## src/reg_pw_pkg.sv

```systemverilog
// Shared widths, register map and types for the sniffer register block
// Register numbering is local to this block and not host compatible
// Multi-byte settings are little endian, byte 0 holds bits 7:0
// Unmapped addresses have a byte width of zero and are never accessed

`default_nettype none

package reg_pw_pkg;

   ////////////////////////////////////////////////////////////////////////////
   // Widths
   ////////////////////////////////////////////////////////////////////////////
   localparam int PATTERN_BYTES   = 8;
   localparam int PATTERN_W       = 8 * PATTERN_BYTES;
   localparam int BYTECNT_W       = 7;
   localparam int CAPTURE_LEN_W   = 16;
   localparam int TRIGGER_DELAY_W = 20;
   localparam int TRIGGER_WIDTH_W = 16;
   localparam int CAPTURE_DELAY_W = 18;
   localparam int USB_WAIT_W      = 24;

   // About 1 ms and 60 ms of USB clock
   localparam logic [USB_WAIT_W-1:0] USB_WAIT1_RESET = 24'd60000;
   localparam logic [USB_WAIT_W-1:0] USB_WAIT2_RESET = 24'd3600000;

   // termsel in bit 2, xcvrsel in bits 1:0, full speed defaults
   localparam logic [2:0] USB_AUTO_DEFAULTS_RESET = 3'b101;

   ////////////////////////////////////////////////////////////////////////////
   // Types
   ////////////////////////////////////////////////////////////////////////////
   typedef enum logic [5:0] {
      REG_ARM                  = 6'd0,
      REG_PATTERN              = 6'd1,
      REG_PATTERN_MASK         = 6'd2,
      REG_TRIGGER_ENABLE       = 6'd3,
      REG_PATTERN_BYTES        = 6'd4,
      REG_CAPTURE_LEN          = 6'd5,
      REG_TRIGGER_DELAY        = 6'd6,
      REG_TRIGGER_WIDTH        = 6'd7,
      REG_CAPTURE_DELAY        = 6'd8,
      REG_USB_SPEED            = 6'd9,
      REG_USB_AUTO_DEFAULTS    = 6'd10,
      REG_USB_AUTO_WAIT1       = 6'd11,
      REG_USB_AUTO_WAIT2       = 6'd12,
      REG_TRIG_CLK_PHASE_SHIFT = 6'd13
   } reg_addr_e;

   typedef enum logic [1:0] {
      USB_SPEED_AUTO = 2'd0,
      USB_SPEED_LS   = 2'd1,
      USB_SPEED_FS   = 2'd2,
      USB_SPEED_HS   = 2'd3
   } usb_speed_e;

   typedef enum logic {
      PS_IDLE   = 1'b0,
      PS_ACTIVE = 1'b1
   } ps_state_e;

   // Number of host bytes behind each address, zero when unmapped
   function automatic logic [3:0] reg_bytes(input reg_addr_e addr);
      case (addr)
         REG_PATTERN, REG_PATTERN_MASK: return 4'(PATTERN_BYTES);
         REG_CAPTURE_LEN:               return 4'((CAPTURE_LEN_W + 7) / 8);
         REG_TRIGGER_DELAY:             return 4'((TRIGGER_DELAY_W + 7) / 8);
         REG_TRIGGER_WIDTH:             return 4'((TRIGGER_WIDTH_W + 7) / 8);
         REG_CAPTURE_DELAY:             return 4'((CAPTURE_DELAY_W + 7) / 8);
         REG_USB_AUTO_WAIT1,
         REG_USB_AUTO_WAIT2:            return 4'((USB_WAIT_W + 7) / 8);
         REG_ARM, REG_TRIGGER_ENABLE, REG_PATTERN_BYTES, REG_USB_SPEED,
         REG_USB_AUTO_DEFAULTS,
         REG_TRIG_CLK_PHASE_SHIFT:      return 4'd1;
         default:                       return 4'd0;
      endcase
   endfunction

endpackage

`default_nettype wire
```

## src/reg_access_if.sv

```systemverilog
// One decoded register access, already range checked by the decoder
// Strobes last a single cycle and there is no back-pressure

`timescale 1ns/10ps
`default_nettype none

interface reg_access_if import reg_pw_pkg::*; ();

   logic      acc_wr;
   logic      acc_rd;
   reg_addr_e acc_addr;
   // Byte lane within the addressed register
   logic [2:0] acc_byte;
   logic [7:0] acc_data;

   modport decoder (
      output acc_wr, acc_rd, acc_addr, acc_byte, acc_data
   );

   modport sink (
      input acc_wr, acc_rd, acc_addr, acc_byte, acc_data
   );

endinterface

`default_nettype wire

```

## src/reg_pw_top.sv

```systemverilog
// Configuration register block of the USB sniffer, single clock domain
// All inputs, including the capture pulse, must be synchronous to cwusb_clk
// Read data appears one cycle after reg_read and is zero otherwise

`timescale 1ns/10ps
`default_nettype none

module reg_pw_top import reg_pw_pkg::*; (
   input  wire                        cwusb_clk,
   input  wire                        reset_i,
   // Host register bus
   input  wire  [5:0]                 reg_address_i,
   input  wire  [BYTECNT_W-1:0]       reg_bytecnt_i,
   input  wire  [7:0]                 write_data_i,
   input  wire                        reg_read_i,
   input  wire                        reg_write_i,
   input  wire                        reg_addrvalid_i,
   output logic [7:0]                 read_data_o,
   // Capture and pattern matcher
   input  wire                        capture_enable_pulse_i,
   output logic                       arm_o,
   output logic [PATTERN_W-1:0]       pattern_o,
   output logic [PATTERN_W-1:0]       pattern_mask_o,
   output logic [7:0]                 pattern_bytes_o,
   output logic                       trigger_enable_o,
   output logic [CAPTURE_LEN_W-1:0]   capture_len_o,
   // Trigger generator
   output logic [TRIGGER_DELAY_W-1:0] trigger_delay_o,
   output logic [TRIGGER_WIDTH_W-1:0] trigger_width_o,
   output logic [CAPTURE_DELAY_W-1:0] capture_delay_o,
   // USB speed autodetect
   input  wire  [1:0]                 usb_auto_speed_i,
   output logic [1:0]                 usb_speed_o,
   output logic                       usb_auto_restart_o,
   output logic [USB_WAIT_W-1:0]      usb_auto_wait1_o,
   output logic [USB_WAIT_W-1:0]      usb_auto_wait2_o,
   output logic [1:0]                 usb_xcvrsel_auto_o,
   output logic                       usb_termsel_auto_o,
   // Trigger clock phase shift
   input  wire                        psdone_i,
   output logic                       psen_o,
   output logic                       psincdec_o
);

   logic       [2:0] usb_auto_defaults;
   usb_speed_e       usb_speed;
   logic             phaseshift_active;

   reg_access_if acc ();

   reg_decode u_decode (
      .reg_address_i   (reg_address_i),
      .reg_bytecnt_i   (reg_bytecnt_i),
      .write_data_i    (write_data_i),
      .reg_read_i      (reg_read_i),
      .reg_write_i     (reg_write_i),
      .reg_addrvalid_i (reg_addrvalid_i),
      .acc             (acc.decoder)
   );

   reg_store u_store (
      .cwusb_clk           (cwusb_clk),
      .reset_i             (reset_i),
      .acc                 (acc.sink),
      .pattern_o           (pattern_o),
      .pattern_mask_o      (pattern_mask_o),
      .pattern_bytes_o     (pattern_bytes_o),
      .trigger_enable_o    (trigger_enable_o),
      .capture_len_o       (capture_len_o),
      .trigger_delay_o     (trigger_delay_o),
      .trigger_width_o     (trigger_width_o),
      .capture_delay_o     (capture_delay_o),
      .usb_auto_defaults_o (usb_auto_defaults),
      .usb_auto_wait1_o    (usb_auto_wait1_o),
      .usb_auto_wait2_o    (usb_auto_wait2_o)
   );

   reg_control u_control (
      .cwusb_clk              (cwusb_clk),
      .reset_i                (reset_i),
      .acc                    (acc.sink),
      .capture_enable_pulse_i (capture_enable_pulse_i),
      .usb_auto_speed_i       (usb_speed_e'(usb_auto_speed_i)),
      .psdone_i               (psdone_i),
      .arm_o                  (arm_o),
      .usb_auto_restart_o     (usb_auto_restart_o),
      .usb_speed_o            (usb_speed),
      .psen_o                 (psen_o),
      .psincdec_o             (psincdec_o),
      .phaseshift_active_o    (phaseshift_active)
   );

   reg_readback u_readback (
      .cwusb_clk           (cwusb_clk),
      .reset_i             (reset_i),
      .acc                 (acc.sink),
      .pattern_i           (pattern_o),
      .pattern_mask_i      (pattern_mask_o),
      .pattern_bytes_i     (pattern_bytes_o),
      .trigger_enable_i    (trigger_enable_o),
      .arm_i               (arm_o),
      .usb_speed_i         (usb_speed),
      .phaseshift_active_i (phaseshift_active),
      .read_data_o         (read_data_o)
   );

   assign usb_speed_o        = usb_speed;
   assign usb_xcvrsel_auto_o = usb_auto_defaults[1:0];
   assign usb_termsel_auto_o = usb_auto_defaults[2];

endmodule

`default_nettype wire

```

## src/reg_readback.sv

```systemverilog
// Registered read data, valid the cycle after the read strobe
// Write only settings and unmapped lanes read as zero
// Output is zero in every cycle without a read

`timescale 1ns/10ps
`default_nettype none

module reg_readback import reg_pw_pkg::*; (
   input  wire                  cwusb_clk,
   input  wire                  reset_i,
   reg_access_if.sink           acc,
   input  wire [PATTERN_W-1:0]  pattern_i,
   input  wire [PATTERN_W-1:0]  pattern_mask_i,
   input  wire [7:0]            pattern_bytes_i,
   input  wire                  trigger_enable_i,
   input  wire                  arm_i,
   input  wire usb_speed_e      usb_speed_i,
   input  wire                  phaseshift_active_i,
   output logic [7:0]           read_data_o
);

   logic [5:0] lane_lsb;

   assign lane_lsb = {acc.acc_byte, 3'b000};

   always_ff @(posedge cwusb_clk) begin
      if (reset_i) begin
         read_data_o <= 8'h00;
      end else if (acc.acc_rd) begin
         case (acc.acc_addr)
            REG_ARM:                  read_data_o <= {7'b0, arm_i};
            REG_PATTERN:              read_data_o <= pattern_i[lane_lsb +: 8];
            REG_PATTERN_MASK:         read_data_o <= pattern_mask_i[lane_lsb +: 8];
            REG_TRIGGER_ENABLE:       read_data_o <= {7'b0, trigger_enable_i};
            REG_PATTERN_BYTES:        read_data_o <= pattern_bytes_i;
            // Effective speed, so AUTO shows the detected value
            REG_USB_SPEED:            read_data_o <= {6'b0, usb_speed_i};
            REG_TRIG_CLK_PHASE_SHIFT: read_data_o <= {7'b0, phaseshift_active_i};
            default:                  read_data_o <= 8'h00;
         endcase
      end else begin
         read_data_o <= 8'h00;
      end
   end

endmodule

`default_nettype wire

```

## src/reg_control.sv

```systemverilog
// Registers with side effects: ARM, USB speed and trigger clock phase shift
// capture_enable_pulse_i must already be synchronous to cwusb_clk
// Phase shift follows the usual MMCM handshake, psen for one cycle then
// wait for psdone, and writes during that wait are dropped

`timescale 1ns/10ps
`default_nettype none

module reg_control import reg_pw_pkg::*; (
   input  wire              cwusb_clk,
   input  wire              reset_i,
   reg_access_if.sink       acc,
   input  wire              capture_enable_pulse_i,
   input  wire usb_speed_e  usb_auto_speed_i,
   input  wire              psdone_i,
   output logic             arm_o,
   output logic             usb_auto_restart_o,
   output usb_speed_e       usb_speed_o,
   output logic             psen_o,
   output logic             psincdec_o,
   output logic             phaseshift_active_o
);

   logic       wr_arm;
   logic       wr_speed;
   logic       wr_ps;
   usb_speed_e speed_sel_q;
   usb_speed_e auto_speed_q;
   ps_state_e  ps_state;

   assign wr_arm   = acc.acc_wr && (acc.acc_addr == REG_ARM);
   assign wr_speed = acc.acc_wr && (acc.acc_addr == REG_USB_SPEED);
   assign wr_ps    = acc.acc_wr && (acc.acc_addr == REG_TRIG_CLK_PHASE_SHIFT);

   ////////////////////////////////////////////////////////////////////////////
   // ARM and USB speed
   ////////////////////////////////////////////////////////////////////////////
   always_ff @(posedge cwusb_clk) begin
      if (reset_i) begin
         arm_o              <= 1'b0;
         speed_sel_q        <= USB_SPEED_AUTO;
         auto_speed_q       <= USB_SPEED_AUTO;
         usb_auto_restart_o <= 1'b0;
      end else begin
         // Host write beats a capture pulse in the same cycle
         if (wr_arm)
            arm_o <= acc.acc_data[0];
         else if (capture_enable_pulse_i)
            arm_o <= 1'b0;

         auto_speed_q <= usb_auto_speed_i;
         if (wr_speed)
            speed_sel_q <= usb_speed_e'(acc.acc_data[1:0]);
         // Selecting AUTO restarts the speed detector
         usb_auto_restart_o <= wr_speed &&
                               (usb_speed_e'(acc.acc_data[1:0]) == USB_SPEED_AUTO);
      end
   end

   assign usb_speed_o = (speed_sel_q == USB_SPEED_AUTO) ? auto_speed_q : speed_sel_q;

   ////////////////////////////////////////////////////////////////////////////
   // Phase shift FSM
   ////////////////////////////////////////////////////////////////////////////
   always_ff @(posedge cwusb_clk) begin
      if (reset_i) begin
         ps_state   <= PS_IDLE;
         psen_o     <= 1'b0;
         psincdec_o <= 1'b0;
      end else begin
         psen_o <= 1'b0;
         case (ps_state)
            PS_IDLE: begin
               if (wr_ps) begin
                  psen_o     <= 1'b1;
                  psincdec_o <= acc.acc_data[0];
                  ps_state   <= PS_ACTIVE;
               end
            end
            PS_ACTIVE: begin
               if (psdone_i)
                  ps_state <= PS_IDLE;
            end
            default: ps_state <= PS_IDLE;
         endcase
      end
   end

   assign phaseshift_active_o = (ps_state == PS_ACTIVE);

   // psen is a single cycle request
   assert property (@(posedge cwusb_clk) disable iff (reset_i)
      psen_o |=> !psen_o);

   // A new request only starts from idle
   assert property (@(posedge cwusb_clk) disable iff (reset_i)
      $rose(psen_o) |-> ($past(ps_state) == PS_IDLE));

endmodule

`default_nettype wire

```

## src/reg_store.sv

```systemverilog
// Plain configuration registers, written one byte lane at a time
// Lanes beyond a register's width are dropped, so the top byte of a
// 20 bit delay keeps only its low 4 bits
// These registers are write only from the host side except the
// pattern group, which the readback block also sees

`timescale 1ns/10ps
`default_nettype none

module reg_store import reg_pw_pkg::*; (
   input  wire                        cwusb_clk,
   input  wire                        reset_i,
   reg_access_if.sink                 acc,
   output logic [PATTERN_W-1:0]       pattern_o,
   output logic [PATTERN_W-1:0]       pattern_mask_o,
   output logic [7:0]                 pattern_bytes_o,
   output logic                       trigger_enable_o,
   output logic [CAPTURE_LEN_W-1:0]   capture_len_o,
   output logic [TRIGGER_DELAY_W-1:0] trigger_delay_o,
   output logic [TRIGGER_WIDTH_W-1:0] trigger_width_o,
   output logic [CAPTURE_DELAY_W-1:0] capture_delay_o,
   output logic [2:0]                 usb_auto_defaults_o,
   output logic [USB_WAIT_W-1:0]      usb_auto_wait1_o,
   output logic [USB_WAIT_W-1:0]      usb_auto_wait2_o
);

   // Replace one byte lane of a value held in a 64 bit container
   function automatic logic [63:0] put_byte(input logic [63:0] cur,
                                            input logic [2:0]  idx,
                                            input logic [7:0]  b);
      logic [63:0] res;
      res = cur;
      res[{idx, 3'b000} +: 8] = b;
      return res;
   endfunction

   logic [63:0] lane_src;
   logic [63:0] lane_new;

   // Current value of the addressed setting, zero extended
   always_comb begin
      case (acc.acc_addr)
         REG_PATTERN:        lane_src = pattern_o;
         REG_PATTERN_MASK:   lane_src = pattern_mask_o;
         REG_CAPTURE_LEN:    lane_src = 64'(capture_len_o);
         REG_TRIGGER_DELAY:  lane_src = 64'(trigger_delay_o);
         REG_TRIGGER_WIDTH:  lane_src = 64'(trigger_width_o);
         REG_CAPTURE_DELAY:  lane_src = 64'(capture_delay_o);
         REG_USB_AUTO_WAIT1: lane_src = 64'(usb_auto_wait1_o);
         REG_USB_AUTO_WAIT2: lane_src = 64'(usb_auto_wait2_o);
         default:            lane_src = 64'd0;
      endcase
   end

   assign lane_new = put_byte(lane_src, acc.acc_byte, acc.acc_data);

   always_ff @(posedge cwusb_clk) begin
      if (reset_i) begin
         pattern_o           <= '0;
         pattern_mask_o      <= '0;
         pattern_bytes_o     <= '0;
         trigger_enable_o    <= 1'b0;
         capture_len_o       <= '0;
         trigger_delay_o     <= '0;
         trigger_width_o     <= '0;
         capture_delay_o     <= '0;
         usb_auto_defaults_o <= USB_AUTO_DEFAULTS_RESET;
         usb_auto_wait1_o    <= USB_WAIT1_RESET;
         usb_auto_wait2_o    <= USB_WAIT2_RESET;
      end else if (acc.acc_wr) begin
         // Truncation on assignment masks the unused upper bits
         case (acc.acc_addr)
            REG_PATTERN:           pattern_o <= lane_new;
            REG_PATTERN_MASK:      pattern_mask_o <= lane_new;
            REG_TRIGGER_ENABLE:    trigger_enable_o <= acc.acc_data[0];
            REG_PATTERN_BYTES:     pattern_bytes_o <= acc.acc_data;
            REG_CAPTURE_LEN:       capture_len_o <= CAPTURE_LEN_W'(lane_new);
            REG_TRIGGER_DELAY:     trigger_delay_o <= TRIGGER_DELAY_W'(lane_new);
            REG_TRIGGER_WIDTH:     trigger_width_o <= TRIGGER_WIDTH_W'(lane_new);
            REG_CAPTURE_DELAY:     capture_delay_o <= CAPTURE_DELAY_W'(lane_new);
            REG_USB_AUTO_DEFAULTS: usb_auto_defaults_o <= acc.acc_data[2:0];
            REG_USB_AUTO_WAIT1:    usb_auto_wait1_o <= USB_WAIT_W'(lane_new);
            REG_USB_AUTO_WAIT2:    usb_auto_wait2_o <= USB_WAIT_W'(lane_new);
            // ARM, speed and phase shift live in reg_control
            default: ;
         endcase
      end
   end

endmodule

`default_nettype wire

```

## src/reg_decode.sv

```systemverilog
// Host bus decoder, purely combinational
// Strobes only pass for mapped addresses with the byte count in range,
// so the register blocks downstream never see an out of range lane
// The host is expected never to read and write in the same cycle

`timescale 1ns/10ps
`default_nettype none

module reg_decode import reg_pw_pkg::*; (
   input  wire  [5:0]           reg_address_i,
   input  wire  [BYTECNT_W-1:0] reg_bytecnt_i,
   input  wire  [7:0]           write_data_i,
   input  wire                  reg_read_i,
   input  wire                  reg_write_i,
   input  wire                  reg_addrvalid_i,
   reg_access_if.decoder        acc
);

   reg_addr_e  addr;
   logic [3:0] nbytes;
   logic       in_range;

   assign addr   = reg_addr_e'(reg_address_i);
   assign nbytes = reg_bytes(addr);

   // Unmapped addresses give zero bytes and fail here
   assign in_range = reg_addrvalid_i && (reg_bytecnt_i < BYTECNT_W'(nbytes));

   assign acc.acc_wr   = in_range && reg_write_i;
   assign acc.acc_rd   = in_range && reg_read_i;
   assign acc.acc_addr = addr;
   assign acc.acc_byte = reg_bytecnt_i[2:0];
   assign acc.acc_data = write_data_i;

   ////////////////////////////////////////////////////////////////////////////
   // Checks
   ////////////////////////////////////////////////////////////////////////////
   // A read and a write together would update and sample the same register
   always_comb begin
      assert (!(acc.acc_wr && acc.acc_rd))
         else $error("Host issued a read and a write in the same cycle");
   end

endmodule

`default_nettype wire

```

## config.mk

```make
export PLATFORM = sky130hd
export DESIGN_NAME = reg_pw_top
export DESIGN_NICKNAME = d
export VERILOG_FILES = /design/src/reg_pw_pkg.sv /design/src/reg_access_if.sv /design/src/reg_pw_top.sv /design/src/reg_readback.sv /design/src/reg_control.sv /design/src/reg_store.sv /design/src/reg_decode.sv
export SDC_FILE = /design/constraint.sdc
export NUM_CORES = 1
export LEC_CHECK = 0
export BUFFER_PORTS_ARGS = -buffer_cell sky130_fd_sc_hd__buf_2
export CAP_MARGIN = 10
export CORE_MARGIN = 5
export CORE_UTILIZATION = 59
export DETAILED_ROUTE_END_ITERATION = 8
export HOLD_SLACK_MARGIN = 0.08
export PLACE_DENSITY = 0.88
export SYNTH_ARGS = -nofsm -noshare
export SYNTH_HDL_FRONTEND = slang
export SYNTH_SLANG_ARGS = --single-unit
```

## constraint.sdc

```tcl
create_clock -name cwusb_clk -period 7.71 [get_ports cwusb_clk]
set_input_delay 0 -clock cwusb_clk [delete_from_list [all_inputs] [get_ports cwusb_clk]]
set_output_delay 0 -clock cwusb_clk [all_outputs]
set_load 0.05 [all_outputs]
```

==> flow_metrics.tcl <==
set metrics [dict create \
    synth_top_family_by_area "compound AO/OA/AOI/OAI gates" \
    synth_mux_area_share_pct 3.649 \
    fp-row-count 54 \
    syn_area_per_cell_um2 7.965 \
    crit_path_top_delay_cell "and3_1" \
    fin_skew_ps 9.831 \
    cts_tree "done" \
    startpoint_type "input port" \
    synth_ff_type "dfxtp_1" \
    clk_latency_ps 550 \
    ctsHtreeMaxLevel 1 \
    hold_buffers 26 \
    powerDensity_mw_per_mm2 189.1 \
    yosysSeqAreaShare_pct 41.49 \
    syn2layout_area_growth_pct 18.57 \
    layout.nets 1925 \
    yosysWarnings 0 \
    crit_arrival_ps 4150 \
    max_cap_viol_count 0 \
    grt_pass1_vias 13980 \
    cts_inserted_buffers 28 \
    yosys.area.top_type_share_pct 41.49 \
    finalHoldViolCount 0 \
    slew_headroom_pct 14.52 \
    ys_ff_latch 275 \
    synth_fa_ha_area_share_pct 1.131 \
    power.total_uw 2976 \
    gp_congestion 0.9544 \
    grt_pass1_wl_um 80610 \
    wl_um 52720 \
    clk_pin_slew_ps 60 \
    cpMostUsedCell "and3_1" \
    vdd_drop_max_v 0.0002228 \
    cp-end-kind "flip-flop" \
    dp_hpwl_um 34760 \
    die_area_mm2 0.02559 \
    yosys-top-cells-area "dfxtp_1, nand2_1, a21oi_1" \
    netlist_instances 1666 \
    antenna_found_initial 0 \
    synthSimpleGateAreaFrac_pct 21.36 \
    synth_compound_area_share_pct 26.37 \
    tightest_slew_ps 1282 \
    fp.dieH_um 160.0 \
    slowest_delay_ps 660 \
    cp_max_fo 32 \
    synthXorXnorAreaFrac_pct 0 \
    die_w_um 160.0 \
    async_flop_share_pct 0 \
    port_buffers 301 \
    initial_core_util_pct 60.43 \
    yosys.area.top_type "dfxtp_1" \
    postCtsResizedCells 0 \
    via_per_inst 6.894 \
    synth.net_count 1708 \
    dr.pass1.iters 7 \
    hold_path.class "in -> reg" \
    post-route-period-util_pct 48.25 \
    drtIter0Drc 2571 \
    finalWorstPathRequiredPeriod_ps 3720 \
    drc 0 \
    drtAntennaViolNets 0 \
    cts.sinks 275 \
    rsz0062_at_grt "false" \
    crit_chain "buf_2, inv_1, o22ai_1, nand2_1, ha_1, o21ai_0, and3_1, and2_1, and3_1, mux2i_1, nor2_1, dlygate4sd3_1" \
    grt_max_degree 144 \
    cts_setup_buffers 0 \
    final_cell_mix "nand2_1, buf_2, dfxtp_1" \
    path_class "in -> reg" \
    vias 15040 \
    synth_cell_types 80 \
    fin_setup_tns_ps 0 \
    design_area_mm2 0.01574 \
    dpl_cell_area_mm2 0.01458 \
    finalSetupViolCount 0 \
    antenna-diode-count 0 \
    syn_area_mm2 0.01327 \
    clock_tree.buffer_depth 3 \
    ioPinCount 302 \
    final_common_cell "nand2_1" \
    p_leak_uw 0.006161 \
    cp.required_ps 8140 \
    drive_above_1_share_pct 21.82 \
    core_region_area_mm2 0.02196 \
    whs_ps 111.6 \
    slew_violations 0 \
    track_usage_pct 38.79 \
    clockRootBuffer "clkbuf_16" \
    gr-total-overflow 0 \
    fmax_ghz 0.2688 \
    routedWlPerCell_um 24.16 \
    synth_edf_count 0 \
    status "finished clean" \
]
## layout make-up
class / instances / area [um^2]
fillers: 1661 / 6223
flip-flops and latches: 275 / 5505
clock inverters: 5 / 77.57
repair buffers: 349 / 1938
multi-input cells: 1216 / 6993
inverters: 13 / 48.80
clock buffers: 44 / 822.0
well taps: 280 / 350.3
## where the power goes
group	internal [uW]	switching, uW	total (uW)
logic	49.6	140	190
registers	1420	0.284	1420
clock network	793	572	1360
## critical path: cells and delay by family
family	cells	cell delay, ps
AOI/OAI and AO/OA	2	430
and+or+nand+nor	5	1620
adders and majority gates	1	180
buffers and inverters	3	1600
muxes	1	290
## synth_stat cells, types with 28 or more instances
cell / instances
a211oi_1: 75
a21oi_1: 218
a22oi_1: 45
a31oi_1: 39
and3_1: 28
buf_2: 49
clkbuf_1: 90
dfxtp_1: 275
nand2_1: 320
nand3_1: 87
nor2_1: 119
o21ai_0: 37
## registers in the layout (all words and copies together), names as in the netlist
register,count
u_control.arm_o,1
u_store.usb_auto_wait2_o,24
u_store.pattern_bytes_o,8
u_store.trigger_enable_o,1
u_control.speed_sel_q,2
u_control.psincdec_o,1
u_store.trigger_width_o,16
u_readback.read_data_o,8
u_store.pattern_o,64
u_store.usb_auto_defaults_o,3
u_control.auto_speed_q,2
u_control.psen_o,1
u_control.usb_auto_restart_o,1
u_control.phaseshift_active_o,1
u_store.trigger_delay_o,20
u_store.capture_delay_o,18
u_store.usb_auto_wait1_o,24
u_store.capture_len_o,16
u_store.pattern_mask_o,64
## worst paths after layout
check                                             from                                     endpoint  slack [ps]  cells past startpoint
max                                   reg_address_i[2]      u_store.pattern_bytes_o[5]$_SDFFE_PP0P_        3990                     12
min                                        reg_write_i  u_store.usb_auto_defaults_o[0]$_SDFFE_PP1P_         110                      5
max reg2reg          u_store.pattern_o[9]$_SDFFE_PP0P_        u_store.capture_len_o[9]$_SDFFE_PP0P_        5770                      5
min reg2reg  u_store.usb_auto_wait1_o[22]$_SDFFE_PP0P_    u_store.usb_auto_wait1_o[22]$_SDFFE_PP0P_         470                      2
## routing by layer
layer,up-vias,global-route usage [%],share of wire (%)
met5,-,0,0
met2,1434,58.34,43
li1,6451,-,-
met4,0,23.54,7.3
met3,317,11.06,16
met1,6840,49.48,35
## metrics by stage
step | utilization [%] | setup WS [ps] | std cells
after global placement | 66.38 | 3983 | 2107
after global routing | 71.66 | 3832 | 2182
after CTS | 71.66 | 4192 | 2182
final | 71.66 | 3990 | 2182
after detailed placement | 66.38 | 3762 | 2107
after floorplan | - | 5064 | 1666
## cells by family after synthesis
kind of cell             after synthesis
AO/OA/AOI/OAI                        532
flip-flops                           275
buffers and inverters                175
adder cells (fa/ha/maj)               12
AND/OR/NAND/NOR                      639
multiplexers                          33
(Power assumes the default switching activity.)
